<file path="config.mk">
export PLATFORM = sky130hd
export DESIGN_NAME = mem_arbiter_flat
export DESIGN_NICKNAME = d
export VERILOG_FILES = /design/src/source/me_pkg.sv /design/src/source/mem_port_if.sv /design/src/source/mem_arbiter.sv /design/src/flat_wrapper.sv
export SDC_FILE = /design/constraint.sdc
export NUM_CORES = 1
export LEC_CHECK = 0
export BUFFER_PORTS_ARGS = -buffer_cell sky130_fd_sc_hd__clkbuf_2
export CORE_ASPECT_RATIO = 0.7
export CORE_MARGIN = 2
export CORE_UTILIZATION = 29
export CTS_CLUSTER_SIZE = 20
export DETAILED_ROUTE_END_ITERATION = 12
export PLACE_DENSITY = 0.94
export SLEW_MARGIN = 10
export SYNTH_ARGS = -nofsm -noshare
export SYNTH_HDL_FRONTEND = slang
export SYNTH_SLANG_ARGS = --single-unit
export TNS_END_PERCENT = 1
</file>
<file path="constraint.sdc">
create_clock -name clk -period 3.3 [get_ports clk]
set_clock_uncertainty 0.05 [all_clocks]
set_input_delay 0.165 -clock clk [delete_from_list [all_inputs] [get_ports clk]]
set_output_delay 0.165 -clock clk [all_outputs]
set_load 0.02 [all_outputs]
</file>
<file path="src/source/me_pkg.sv">
package me_pkg;

    localparam int pix_w      = 8;
    localparam int blk_dim    = 8;
    localparam int word_pix   = 4;
    localparam int word_w     = word_pix * pix_w;         // One memory word
    localparam int blk_bits   = blk_dim * blk_dim * pix_w; // Whole 8x8 block
    localparam int mem_addr_w = 16;

    // Load lengths in words
    localparam int cur_words = 2 * blk_dim * blk_dim / word_pix;
    localparam int ref_words = blk_dim * blk_dim / word_pix;

    // Row of eight diffs fits in 11 bits, 64 of them in 14
    localparam int row_sum_w = pix_w + 3;
    localparam int sad_w     = 14;

    // States of the fetch sequencer
    typedef enum logic [1:0] {
        fetch_idle,
        fetch_busy,
        fetch_drain
    } fetch_state_t;

endpackage
</file>
<file path="src/source/mem_port_if.sv">
interface mem_port_if;
    import me_pkg::*;

    logic                  req;
    logic [mem_addr_w-1:0] addr;
    logic                  gnt;    // Same cycle as req
    logic [word_w-1:0]     rdata;
    logic                  rvalid; // One cycle after gnt

    modport requester (
        output req, addr,
        input  gnt, rdata, rvalid
    );

    modport arbiter (
        input  req, addr,
        output gnt, rdata, rvalid
    );

endinterface

</file>
<file path="src/source/mem_arbiter.sv">
module mem_arbiter (
    input  logic                          clk,
    input  logic                          rst,
    mem_port_if.arbiter                   cur,
    mem_port_if.arbiter                   ref_p,
    output logic                          mem_rd,
    output logic [me_pkg::mem_addr_w-1:0] mem_addr,
    input  logic [me_pkg::word_w-1:0]     mem_rdata
);

    logic last_was_ref; // Set means cur goes first on a tie
    logic cur_win;
    logic ref_win;
    logic cur_gnt_q;
    logic ref_gnt_q;

    // Round robin between the two requesters
    assign cur_win = cur.req && (!ref_p.req || last_was_ref);
    assign ref_win = ref_p.req && !cur_win;

    assign cur.gnt   = cur_win;
    assign ref_p.gnt = ref_win;

    assign mem_rd   = cur_win || ref_win;
    assign mem_addr = ref_win ? ref_p.addr : cur.addr;

    always_ff @(posedge clk or posedge rst) begin
        if (rst) begin
            last_was_ref <= 1'b1;
            cur_gnt_q    <= 1'b0;
            ref_gnt_q    <= 1'b0;
        end else begin
            cur_gnt_q <= cur_win;
            ref_gnt_q <= ref_win;
            if (cur_win) begin
                last_was_ref <= 1'b0;
            end else if (ref_win) begin
                last_was_ref <= 1'b1;
            end
        end
    end

    // Returning word goes to whoever was granted last cycle
    assign cur.rvalid   = cur_gnt_q;
    assign ref_p.rvalid = ref_gnt_q;
    assign cur.rdata    = mem_rdata;
    assign ref_p.rdata  = mem_rdata;

endmodule

</file>
<file path="src/flat_wrapper.sv">
// flat-port wrapper written by rule: the top's interface ports become plain ports
module mem_arbiter_flat 
  (clk, rst, mem_rd, mem_addr, mem_rdata, cur_req, cur_addr, cur_gnt, cur_rdata, cur_rvalid, ref_p_req, ref_p_addr, ref_p_gnt, ref_p_rdata, ref_p_rvalid);
  mem_port_if cur_i ();
  mem_port_if ref_p_i ();
  input  logic clk;
  input  logic rst;
  output logic mem_rd;
  output logic [me_pkg::mem_addr_w-1:0] mem_addr;
  input  logic [me_pkg::word_w-1:0] mem_rdata;
  input wire logic [$bits(cur_i.req)-1:0] cur_req;
  input wire logic [$bits(cur_i.addr)-1:0] cur_addr;
  output wire logic [$bits(cur_i.gnt)-1:0] cur_gnt;
  output wire logic [$bits(cur_i.rdata)-1:0] cur_rdata;
  output wire logic [$bits(cur_i.rvalid)-1:0] cur_rvalid;
  input wire logic [$bits(ref_p_i.req)-1:0] ref_p_req;
  input wire logic [$bits(ref_p_i.addr)-1:0] ref_p_addr;
  output wire logic [$bits(ref_p_i.gnt)-1:0] ref_p_gnt;
  output wire logic [$bits(ref_p_i.rdata)-1:0] ref_p_rdata;
  output wire logic [$bits(ref_p_i.rvalid)-1:0] ref_p_rvalid;
  assign cur_i.req = cur_req;
  assign cur_i.addr = cur_addr;
  assign cur_gnt = cur_i.gnt;
  assign cur_rdata = cur_i.rdata;
  assign cur_rvalid = cur_i.rvalid;
  assign ref_p_i.req = ref_p_req;
  assign ref_p_i.addr = ref_p_addr;
  assign ref_p_gnt = ref_p_i.gnt;
  assign ref_p_rdata = ref_p_i.rdata;
  assign ref_p_rvalid = ref_p_i.rvalid;
  mem_arbiter u_core (.clk(clk), .rst(rst), .cur(cur_i), .ref_p(ref_p_i), .mem_rd(mem_rd), .mem_addr(mem_addr), .mem_rdata(mem_rdata));
endmodule
</file>
After elaboration in Yosys (flattened, before gate mapping)
Cells that the tools add are included.

word-level totals
  register bits after elaboration = 3
  bits of input ports = 68
  output and inout port bits = 85
  logic and storage cells = 13

cells by class
  muxes and demuxes = 3
  reduce and logical (&&, ||, !) cells = 7

operators by type and width
  cell                 number
  $mux W16             1
  $logic_and A1 B1 Y1  2
  $logic_not A1 Y1     2
  $logic_or A1 B1 Y1   2
  $mux W1              2
  $reduce_bool A2 Y1   1

Depth between registers and ports, before layout
Gate-level depths: netlist (run 1).

  depth after elaboration = 7
  gate-level depth with buffers = 3
  mapped depth without buffers = 2

Worst setup path before layout (run 1)
No wires, ideal clock.

  path kind = reg2out
  start point = register u_core.last_was_ref
  end point = output mem_addr[10] in the netlist's numbering
  arrival = 1,159 ps
  data required time = 3,085 ps
  setup slack = 1,926 ps
  cell stages (with the launch flop) = 4
  path buffers = 1
  cell sequence = dfstp_2 -> a21boi_4 -> buf_12 -> mux2_4

on the way
  word-level cells in the longest chain between the ends = 5

RTL lines
  what                      RTL line            RTL
  start: declaration        mem_arbiter.sv:11   logic last_was_ref;
  start signal: assignment  mem_arbiter.sv:29   last_was_ref <= 1'b1;
  start signal: assignment  mem_arbiter.sv:36   last_was_ref <= 1'b0;
  start signal: assignment  mem_arbiter.sv:38   last_was_ref <= 1'b1;
  $logic_or A1 B1 Y1        mem_arbiter.sv:18   assign cur_win = cur.req && (!ref_p.req || last_was_ref);
  $logic_and A1 B1 Y1       mem_arbiter.sv:18
  $logic_not A1 Y1          mem_arbiter.sv:19   assign ref_win = ref_p.req && !cur_win;
  $logic_and A1 B1 Y1       mem_arbiter.sv:19
  net ref_p_gnt             flat_wrapper.sv:18  output wire logic [$bits(ref_p_i.gnt)-1:0] ref_p_gnt;
  $mux W16                  mem_arbiter.sv:25   assign mem_addr = ref_win ? ref_p.addr : cur.addr;
  end: declaration          flat_wrapper.sv:9   output logic [me_pkg::mem_addr_w-1:0] mem_addr;

The timed path passes the listed nets, and every way through them passes these cells.

Final worst setup path (run 1)
  start point = register u_core.last_was_ref
  end point = output mem_addr[2] in the netlist's numbering

on the way
  word-level cells in the longest chain between the ends = 5

RTL lines
  what                 RTL line
  $logic_or A1 B1 Y1   mem_arbiter.sv:18
  $logic_and A1 B1 Y1  mem_arbiter.sv:18
  $logic_not A1 Y1     mem_arbiter.sv:19
  $logic_and A1 B1 Y1  mem_arbiter.sv:19
  $mux W16             mem_arbiter.sv:25

No other way between the ends.

==> results.sh, run 1 <==
export IMPL_layout_drive_gt1_share_pct=89.7
export IMPL_die_w_um=68.3
export IMPL_root_buffer="clkbuf_8"
export IMPL_design_area_sq_um=719
export IMPL_cp_cell_sequence="a21boi_4 -> mux2_2 -> clkbuf_2"
export IMPL_row_count=16
export IMPL_peakVddDrop_uv=82.6
export IMPL_hold_violations=0
export IMPL_final_setup_viol_count=0
export IMPL_fillers=299
export IMPL_outcome="complete, no violations"
export IMPL_end_kind="primary output"
export IMPL_synth_area_per_cell_sq_um=9.23
export IMPL_power_leakage_nw=0.420
export IMPL_power_density_nw_per_um2=373
export IMPL_die_y_um=49.0
export IMPL_syn_nets=159
export IMPL_start_util_pct=30.2
export IMPL_drt_total_wl_um=1490
export IMPL_numClockSinks=3
export IMPL_period_minus_slack_ns=1.92
export IMPL_dp_hpwl_um=1270
export IMPL_dpl_worst_slack_ns=1.55
export IMPL_path_max_fanout=18
export IMPL_drcViolationCount=0
export IMPL_seq_area_frac_synth_pct=9.09
export IMPL_antenna_left=0
export IMPL_p_total_mw=0.268
export IMPL_max_cap_violations=0
export IMPL_globalplace_congestion=0.599
export IMPL_via_per_inst=4.05
export IMPL_hold_ws_ns=0.121
export IMPL_setup_tns_ns=0
export IMPL_yosys_area_top_type="buf_4"
export IMPL_fp_dieArea_sq_um=3350
export IMPL_core_region_area_sq_um=2780
export IMPL_grt_total_usage_pct=9.10
export IMPL_hp_class="in -> reg"
export IMPL_slowest_delay_ns=0.56
export IMPL_wire_per_inst_um=12.1
export IMPL_post_route_period_util_pct=58.3
export IMPL_synthTopCellsByArea="buf_4 (57%), mux2_4 (16%), mux2_2 (9.4%), dfrtp_1 (6.0%), dfstp_2 (3.1%)"
export IMPL_clk_latency_ns=0.21
export IMPL_first_pass_iters=2
export IMPL_crit_arrival_ns=1.71
export IMPL_clk_pin_slew_ns=0.03
export IMPL_h_tree_depth=1
export IMPL_fmax_ghz=0.520
export IMPL_nNetsFinal=156
export IMPL_num_io_pins=153
export IMPL_grt_max_degree=19
export IMPL_finalMaxSlewViolations=0
export IMPL_syn_to_final_growth_pct=-14.3
export IMPL_port_buffers=56
export IMPL_relSlewSlack_pct=55.1
export IMPL_first_iter_violations=1
export IMPL_grt_pass1_vias=517
export IMPL_syn_inst=91
export IMPL_cts_tree="built"
export IMPL_antenna_found_initial=0
export IMPL_antennaDiodeCount=0
export IMPL_ys_types=12
export IMPL_grt_setup_unrepaired="false"
export IMPL_grt_ovfl_total=0
export IMPL_syn_area_sq_um=840
export IMPL_vias=498
export IMPL_path_class="reg -> out"
export IMPL_worst_slack_ns=1.38
export IMPL_crit_slowest_cell="a21boi_4"
export IMPL_placed_cell_area_sq_um=664
export IMPL_yosys_area_top_type_share_pct=57.2
export IMPL_cp_data_required_time_ns=3.08
export IMPL_cts_buffers=3
export IMPL_worst_pin_slew_ns=0.672
export IMPL_clockBufferDepth=2
export IMPL_synth_warnings=0
export IMPL_grt_first_pass_wirelength_um=2250
export IMPL_critPathLaunchType="flip-flop"
export IMPL_ys_ff_latch=3
==> Yosys cell counts <==
cell       n
or2_2      1
a21boi_0   1
dfstp_2    1
mux2_4     9
a21boi_4   1
buf_4     64
a21oi_1    1
mux2_2     7
buf_12     1
nor2_1     1
inv_1      2
dfrtp_1    2
==> path summary, 6_finish.rpt <==
| check | from | endpoint | slack (ns) | cells past startpoint |
|---|---|---|---|---|
| min in group asynchronous | rst | u_core.cur.rvalid$_DFF_PP0_ | 0.32 | 3 |
| worst min-delay path | cur_req | u_core.last_was_ref$_DFFE_PP1P_ | 0.12 | 2 |
| worst max register to register | u_core.last_was_ref$_DFFE_PP1P_ | u_core.ref_p.rvalid$_DFF_PP0_ | 2.13 | 1 |
| max in group asynchronous | rst | u_core.last_was_ref$_DFFE_PP1P_ | 2.67 | 3 |
| worst max-delay path | u_core.last_was_ref$_DFFE_PP1P_ | mem_addr[2] | 1.38 | 3 |
| worst min register to register | u_core.last_was_ref$_DFFE_PP1P_ | u_core.last_was_ref$_DFFE_PP1P_ | 0.49 | 2 |
==> cell type report <==
class,instances,area (sq um),share of cell area (%)
timing repair buffer,57,290,40.3
multi-input combinational,21,255,35.5
sequential,3,76.3,10.6
clock buffer,4,45.0,6.26
tap,36,45.0,6.26
inverter,2,7.51,1.04
==> through the flow <==
stage,instances,util (%)
after global placement,118,23.9
after global routing,123,25.9
after detailed placement,118,23.9
after floorplan,91,-
final,123,25.9
after CTS,123,25.9
==> cells by family (layout without fill, tap and decap cells) <==
kind of cell,Yosys count,count (layout),synth area share [%]
compound gates,3,3,3.73
buf+inv,67,63,60.5
flops,3,3,9.09
mux,16,16,25.5
simple gates,2,2,1.19
==> flip-flops by register name, summed over array words and instances (netlist names) <==
name	flops
u_core.ref_p.rvalid	1
u_core.cur.rvalid	1
u_core.last_was_ref	1
==> timing repair <==
| action | 4_1_cts | 5_1_grt |
|---|---|---|
| hold endpoints to repair | 3 | 0 |
| resized for setup | 0 | 0 |
| hold buffers | 1 | 0 |
| setup buffers | 0 | 0 |
==> critical path: cells and delay by family (launching register included) <==
family	cells	cell delay, ns
buffers and inverters	1	0.15
flip-flops	1	0.38
multiplexers	1	0.41
AO/OA/AOI/OAI	1	0.56
==> placed cells by master (no fill, tap or decap), drive strengths merged <==
cell         Yosys  final
nor2             1      1
dfstp            1      1
or2              1      1
mux2            16     16
dlygate4sd3      0      1
inv              2      2
clkbuf           0     60
dfrtp            2      2
a21boi           2      2
a21oi            1      1
==> report_power, final <==
part	switching [mW]	internal [mW]	leakage (nW)
Clock	0.0224	0.0822	0.0228
Sequential	0.00328	0.0424	0.0351
Combinational	0.0592	0.0586	0.362
==> per-layer routing <==
layer	share of wire [%]	track usage, %	vias to the layer above
li1	-	-	216
met1	23	6.43	210
met2	48	12.8	70
met3	27	11.1	2
met4	1.5	6.00	0
met5	0	3.57	-
No activity file was read; power rests on OpenSTA's default activity.
==> inputs of run 2 (changes only) <==
--- a/config.mk
+++ b/config.mk
@@ -8,10 +8,10 @@
 export BUFFER_PORTS_ARGS = -buffer_cell sky130_fd_sc_hd__clkbuf_2
 export CORE_ASPECT_RATIO = 0.7
 export CORE_MARGIN = 2
-export CORE_UTILIZATION = 29
+export CORE_UTILIZATION = 27
 export CTS_CLUSTER_SIZE = 20
 export DETAILED_ROUTE_END_ITERATION = 12
-export PLACE_DENSITY = 0.94
+export PLACE_DENSITY = 0.89
 export SLEW_MARGIN = 10
 export SYNTH_ARGS = -nofsm -noshare
 export SYNTH_HDL_FRONTEND = slang
==> constraint.sdc (replaced) <==
create_clock -name clk -period 1.8 [get_ports clk]
set_clock_uncertainty 0.05 [all_clocks]
set_input_delay 0.09 -clock clk [delete_from_list [all_inputs] [get_ports clk]]
set_output_delay 0.09 -clock clk [all_outputs]
set_load 0.02 [all_outputs]
==> run 2 against run 1 <==
Worst setup slack lost 1.2 ns. Critical endpoint is now mem_addr[5]. Flip-flop and latch count stayed put. Die area up 6.9%. Largest cell class unchanged. Hold slack worse by 0.074 ns. Register-to-register slack lost 1.4 ns. Global-route usage shrank 1.7 points. Critical path depth rose by 1. Critical path type unchanged. Clock-buffer cell count unchanged. Cell area grew 1.0%. Combinational power up 85%.
==> results.sh, run 2 (same netlist as run 1, synthesis figures left out) <==
export IMPL_drt_total_wl_um=1470
export IMPL_final_common_cell="clkbuf_2"
export IMPL_final_setup_viol_count=0
export IMPL_first_iter_violations=31
export IMPL_relSlewSlack_pct=80.0
export IMPL_globalplace_congestion=0.617
export IMPL_port_buffers=56
export IMPL_via_per_inst=4.00
export IMPL_core_region_area_sq_um=2880
export IMPL_r2r_start="u_core.last_was_ref$_DFFE_PP1P_"
export IMPL_max_cap_violations=0
export IMPL_clk_latency_ns=0.21
export IMPL_row_count=16
export IMPL_switching_power_mw=0.155
export IMPL_cts_buffers=3
export IMPL_worst_slack_ns=0.148
export IMPL_power_density_nw_per_um2=678
export IMPL_grt_total_usage_pct=7.43
export IMPL_grt_pass1_vias=470
export IMPL_switching_share_pct=31.5
export IMPL_hold_depth=2
export IMPL_layout_drive_gt1_share_pct=89.8
export IMPL_clk_pin_slew_ns=0.03
export IMPL_r2r_cells=2
export IMPL_crit_arrival_ns=1.51
export IMPL_power_leakage_nw=0.425
export IMPL_intPower_mw=0.338
export IMPL_grt_first_pass_wirelength_um=2080
export IMPL_ctsResizeCount=0
export IMPL_peakVddDrop_uv=233
export IMPL_dpl_worst_slack_ns=0.365
export IMPL_antenna_left=0
export IMPL_cp_data_required_time_ns=1.66
export IMPL_period_minus_slack_ns=1.65
export IMPL_nNetsFinal=157
export IMPL_final_cell_mix="clkbuf_2 (56), mux2_4 (9), mux2_2 (7)"
export IMPL_rr_endpoint="u_core.cur.rvalid$_DFF_PP0_"
export IMPL_path_class="reg -> out"
export IMPL_fp_dieArea_sq_um=3580
export IMPL_antenna_found_initial=0
export IMPL_min_from="cur_req"
export IMPL_h_tree_depth=1
export IMPL_grt_max_degree=19
export IMPL_path_max_fanout=18
export IMPL_hold_ws_ns=0.0472
export IMPL_vias=496
export IMPL_antennaDiodeCount=0
export IMPL_first_pass_iters=2
export IMPL_fmax_ghz=0.605
export IMPL_grt_setup_unrepaired="false"
export IMPL_post_route_period_util_pct=91.8
export IMPL_setup_tns_ns=0
export IMPL_num_io_pins=153
export IMPL_worst_pin_slew_ns=0.298
export IMPL_die_y_um=50.7
export IMPL_grt_ovfl_total=0
export IMPL_clockBufferDepth=2
export IMPL_hp_class="in -> reg"
export IMPL_fin_cells=124
export IMPL_wire_per_inst_um=11.8
export IMPL_clockPowerShare_pct=38.8
export IMPL_start_util_pct=29.1
export IMPL_finalMaxSlewViolations=0
export IMPL_die_w_um=70.7
export IMPL_outcome="complete, no violations"
export IMPL_root_buffer="clkbuf_8"
export IMPL_numClockSinks=3
export IMPL_cts_tree="built"
export IMPL_drcViolationCount=0
export IMPL_critPathLaunchType="flip-flop"
export IMPL_seqPwrFrac_pct=17.0
export IMPL_end_kind="primary output"
export IMPL_syn_to_final_growth_pct=-13.4
export IMPL_r2r_slack_ns=0.76
export IMPL_combPwrFrac_pct=44.2
export IMPL_post_place_cells=119
export IMPL_min_to="u_core.last_was_ref$_DFFE_PP1P_"
export IMPL_hold_violations=0
==> run 2: cell count changes in the layout (fill, tap and decap cells not counted), sizes merged <==
cell / delta
buf: +1
==> run 2: worst max path at each step <==
stage                                    start                          end  cells after the start
3_5_place_dp   u_core.last_was_ref$_DFFE_PP1P_                  mem_addr[7]                      4
6_report       u_core.last_was_ref$_DFFE_PP1P_                  mem_addr[5]                      4
3_3_place_gp   u_core.last_was_ref$_DFFE_PP1P_                  mem_addr[7]                      4
2_1_floorplan  u_core.last_was_ref$_DFFE_PP1P_  u_core.cur.rvalid$_DFF_PP0_                      2
4_1_cts        u_core.last_was_ref$_DFFE_PP1P_                  mem_addr[7]                      4
5_1_grt        u_core.last_was_ref$_DFFE_PP1P_                  mem_addr[2]                      4
==> run 2: power by group through the flow <==
stage	Sequential (mW)	Combinational [mW]	Clock [mW]
detailed placement	0.0844	0.219	0
global placement	0.0837	0.216	0
global route	0.0852	0.235	0.206
finish	0.0838	0.218	0.191
floorplan	0.0888	0.346	0
CTS	0.0837	0.221	0.200
==> run 2: what timing repair did <==
action                     4_1_cts  5_1_grt
hold buffers                     1        0
buffers inserted                 0        0
hold endpoints to repair         3        0
setup endpoints to repair        0        0
==> run 2: through the flow <==
| stage | util, % | instance area, sq um | total power, mW |
|---|---|---|---|
| global placement | 23.3 | 672 | 0.300 |
| global route | 25.2 | 727 | 0.526 |
| detailed placement | 23.3 | 672 | 0.303 |
| floorplan | - | 840 | 0.435 |
| CTS | 25.2 | 727 | 0.504 |
| finish | 25.2 | 727 | 0.493 |
==> run 2: layer usage <==
metal  vias up  wire, um  GRT usage, %  part of all wire (%)
met2        74       637          9.59                    43
met5         -         0             0                     0
met1       198       404          5.59                    28
li1        218         -             -                     -
met4         0        20          4.09                   1.4
met3         6       405          10.8                    28
==> run 2: area by class of cell <==
class / instances / area [sq um]
Sequential cell: 3 / 76.3
Tap cell: 36 / 45.0
Inverter: 2 / 7.51
Clock buffer: 4 / 45.0
Timing Repair Buffer: 58 / 298
Multi-Input combinational cell: 21 / 255
Fill cell: 315 / 2160
==> run 2: worst max-delay path, cell delays in order, from the launching register on <==
cell and delay (ns):
dfstp_2 0.56, a21boi_4 0.05, buf_4 0.21, mux2_4 0.31, clkbuf_2 0.15
==> inputs of run 3 (changes only) <==
--- a/config.mk
+++ b/config.mk
@@ -8,10 +8,10 @@
 export BUFFER_PORTS_ARGS = -buffer_cell sky130_fd_sc_hd__clkbuf_2
 export CORE_ASPECT_RATIO = 0.7
 export CORE_MARGIN = 2
-export CORE_UTILIZATION = 27
+export CORE_UTILIZATION = 24
 export CTS_CLUSTER_SIZE = 20
 export DETAILED_ROUTE_END_ITERATION = 12
-export PLACE_DENSITY = 0.89
+export PLACE_DENSITY = 0.84
 export SLEW_MARGIN = 10
 export SYNTH_ARGS = -nofsm -noshare
 export SYNTH_HDL_FRONTEND = slang
==> constraint.sdc (replaced) <==
create_clock -name clk -period 1.5 [get_ports clk]
set_clock_uncertainty 0.05 [all_clocks]
set_input_delay 0.075 -clock clk [delete_from_list [all_inputs] [get_ports clk]]
set_output_delay 0.075 -clock clk [all_outputs]
set_load 0.02 [all_outputs]
==> run 3 against run 2 <==
The flow now finishes with violations (negative setup slack). Sequential share of layout area decreased by 1.0 points. Sequential power up 18%. Power is 29% higher. Combinational power is 39% higher. First-iteration DRC count decreased by 100%. Utilization down 0.46 points. Cell count grew 13%. Register-to-register slack worse by 0.28 ns. Clock-buffer cell count is the same. Flip-flop and latch count is the same. Hold slack worse by 0.015 ns. Largest power group unchanged.
==> results.sh, run 3 (same netlist as run 1, synthesis figures left out) <==
export IMPL_grt_ovfl_total=0
export IMPL_timing_critical_path_buf_inv=2
export IMPL_grt_pass1_vias=479
export IMPL_antennaDiodeCount=0
export IMPL_vias=521
export IMPL_port_buffers=56
export IMPL_power_leakage_nw=0.457
export IMPL_grt_max_degree=10
export IMPL_core_region_area_sq_um=3250
export IMPL_clk_latency_ns=0.21
export IMPL_row_count=17
export IMPL_fillers=364
export IMPL_clockBufferDepth=2
export IMPL_grt_total_usage_pct=7.61
export IMPL_cp_cell_sequence="a21boi_4 -> buf_8 -> mux2_4 -> clkbuf_2"
export IMPL_p_total_mw=0.635
export IMPL_antenna_left=0
export IMPL_cp_data_required_time_ns=1.37
export IMPL_grt_first_pass_wirelength_um=2240
export IMPL_clk_pin_slew_ns=0.03
export IMPL_final_cell_mix="clkbuf_2 (48), mux2_4 (9), mux2_2 (7)"
export IMPL_cts_tree="built"
export IMPL_post_route_period_util_pct=104
export IMPL_critPathLaunchType="flip-flop"
export IMPL_syn_to_final_growth_pct=-4.02
export IMPL_period_minus_slack_ns=1.56
export IMPL_via_per_inst=3.72
export IMPL_hold_depth=2
export IMPL_final_setup_viol_count=16
export IMPL_grt_setup_unrepaired="true"
export IMPL_peakVddDrop_uv=413
export IMPL_num_io_pins=153
export IMPL_hold_violations=0
export IMPL_antenna_found_initial=0
export IMPL_relSlewSlack_pct=86.6
export IMPL_finalMaxSlewViolations=0
export IMPL_wire_per_inst_um=13.1
export IMPL_start_util_pct=25.8
export IMPL_hp_class="in -> reg"
export IMPL_nNetsFinal=162
export IMPL_drt_total_wl_um=1830
export IMPL_cp_top_family="flip-flops"
export IMPL_crit_slowest_cell="dfstp_2"
export IMPL_ff_latch_area_sq_um=76.3
export IMPL_path_class="reg -> out"
export IMPL_first_pass_iters=1
export IMPL_die_y_um=53.5
export IMPL_power_density_nw_per_um2=788
export IMPL_worst_pin_slew_ns=0.201
export IMPL_h_tree_depth=1
export IMPL_fmax_ghz=0.640
export IMPL_layout_drive_gt1_share_pct=90.3
export IMPL_worst_slack_ns=-0.0632
export IMPL_max_cap_violations=0
export IMPL_drcViolationCount=0
export IMPL_r2r_cells=3
export IMPL_globalplace_congestion=0.616
export IMPL_outcome="finished, violations left"
export IMPL_violations="negative setup slack"
export IMPL_die_w_um=74.7
export IMPL_final_common_cell="clkbuf_2"
export IMPL_multiInputGateArea_sq_um=255
export IMPL_end_kind="primary output"
export IMPL_slowest_delay_ns=0.54
export IMPL_numClockSinks=3
export IMPL_dpl_worst_slack_ns=-0.136
export IMPL_fp_dieArea_sq_um=3990
export IMPL_first_iter_violations=0
export IMPL_root_buffer="clkbuf_8"
export IMPL_path_max_fanout=9
export IMPL_cts_buffers=3
export IMPL_cp_depth=4
export IMPL_crit_arrival_ns=1.44
run 3: cell count changes in the layout (fill, tap and decap cells not counted):
cell | before | now
a21boi_0 | 1 | 0
a21boi_1 | 0 | 1
buf_2 | 0 | 6
buf_4 | 1 | 3
buf_6 | 0 | 4
buf_8 | 0 | 1
clkbuf_2 | 56 | 48
run 3: worst reg2reg max path, cell delays in order (launching register included):
cell and delay [ns]:
dfstp_2 0.54, buf_4 0.12, inv_1 0.03, a21boi_1 0.18
run 3: per-stage QoR:
| stage | instance area (sq um) | instances | setup TNS [ns] | hold slack (ns) | util [%] |
|---|---|---|---|---|---|
| CTS | 774 | 139 | -0.846 | 0.0334 | 23.8 |
| global route | 806 | 140 | -1.39 | 0.0486 | 24.8 |
| finish | 806 | 140 | -0.687 | 0.0319 | 24.8 |
| detailed placement | 686 | 130 | -1.55 | -0.119 | 21.1 |
| floorplan | 840 | 91 | 0 | -0.222 | - |
| global placement | 686 | 130 | -0.908 | -0.123 | 21.1 |
run 3: routing by layer:
metal / vias up / track usage [%] / share of wire [%]
met4: 2 / 2.98 / 1.6
met5: - / 4.76 / 1.2
met3: 6 / 9.90 / 19
li1: 229 / - / -
met1: 216 / 6.92 / 31
met2: 68 / 9.29 / 48
run 3: area by class of cell:
class	instances	area share (%)
Timing Repair Buffer	63	45.0
Inverter	2	0.932
Tap cell	47	7.30
Sequential cell	3	9.47
Multi-Input combinational cell	21	31.7
Clock buffer	4	5.59
run 3: repair_timing:
action                                  4_1_cts  5_1_grt
pin swaps                                     1        1
gates resized for setup                       2       15
endpoints found under the setup margin       18       16
buffers inserted                              4        1
hold buffers                                  1        0
endpoints found under the hold margin         3        0
run 3: power breakdown:
part	switching (mW)	internal, mW
clock	0.0515	0.181
combinational	0.144	0.160
sequential	0.00548	0.0932
total	0.200	0.434
run 3: worst paths after layout:
kind | from | to | slack [ns]
max | u_core.last_was_ref$_DFFE_PP1P_ | mem_addr[4] | -0.06
min reg2reg | u_core.last_was_ref$_DFFE_PP1P_ | u_core.last_was_ref$_DFFE_PP1P_ | 0.60
min | cur_req | u_core.last_was_ref$_DFFE_PP1P_ | 0.03
max reg2reg | u_core.last_was_ref$_DFFE_PP1P_ | u_core.cur.rvalid$_DFF_PP0_ | 0.48
min in group asynchronous | rst | u_core.cur.rvalid$_DFF_PP0_ | 0.22
max in group asynchronous | rst | u_core.last_was_ref$_DFFE_PP1P_ | 0.97
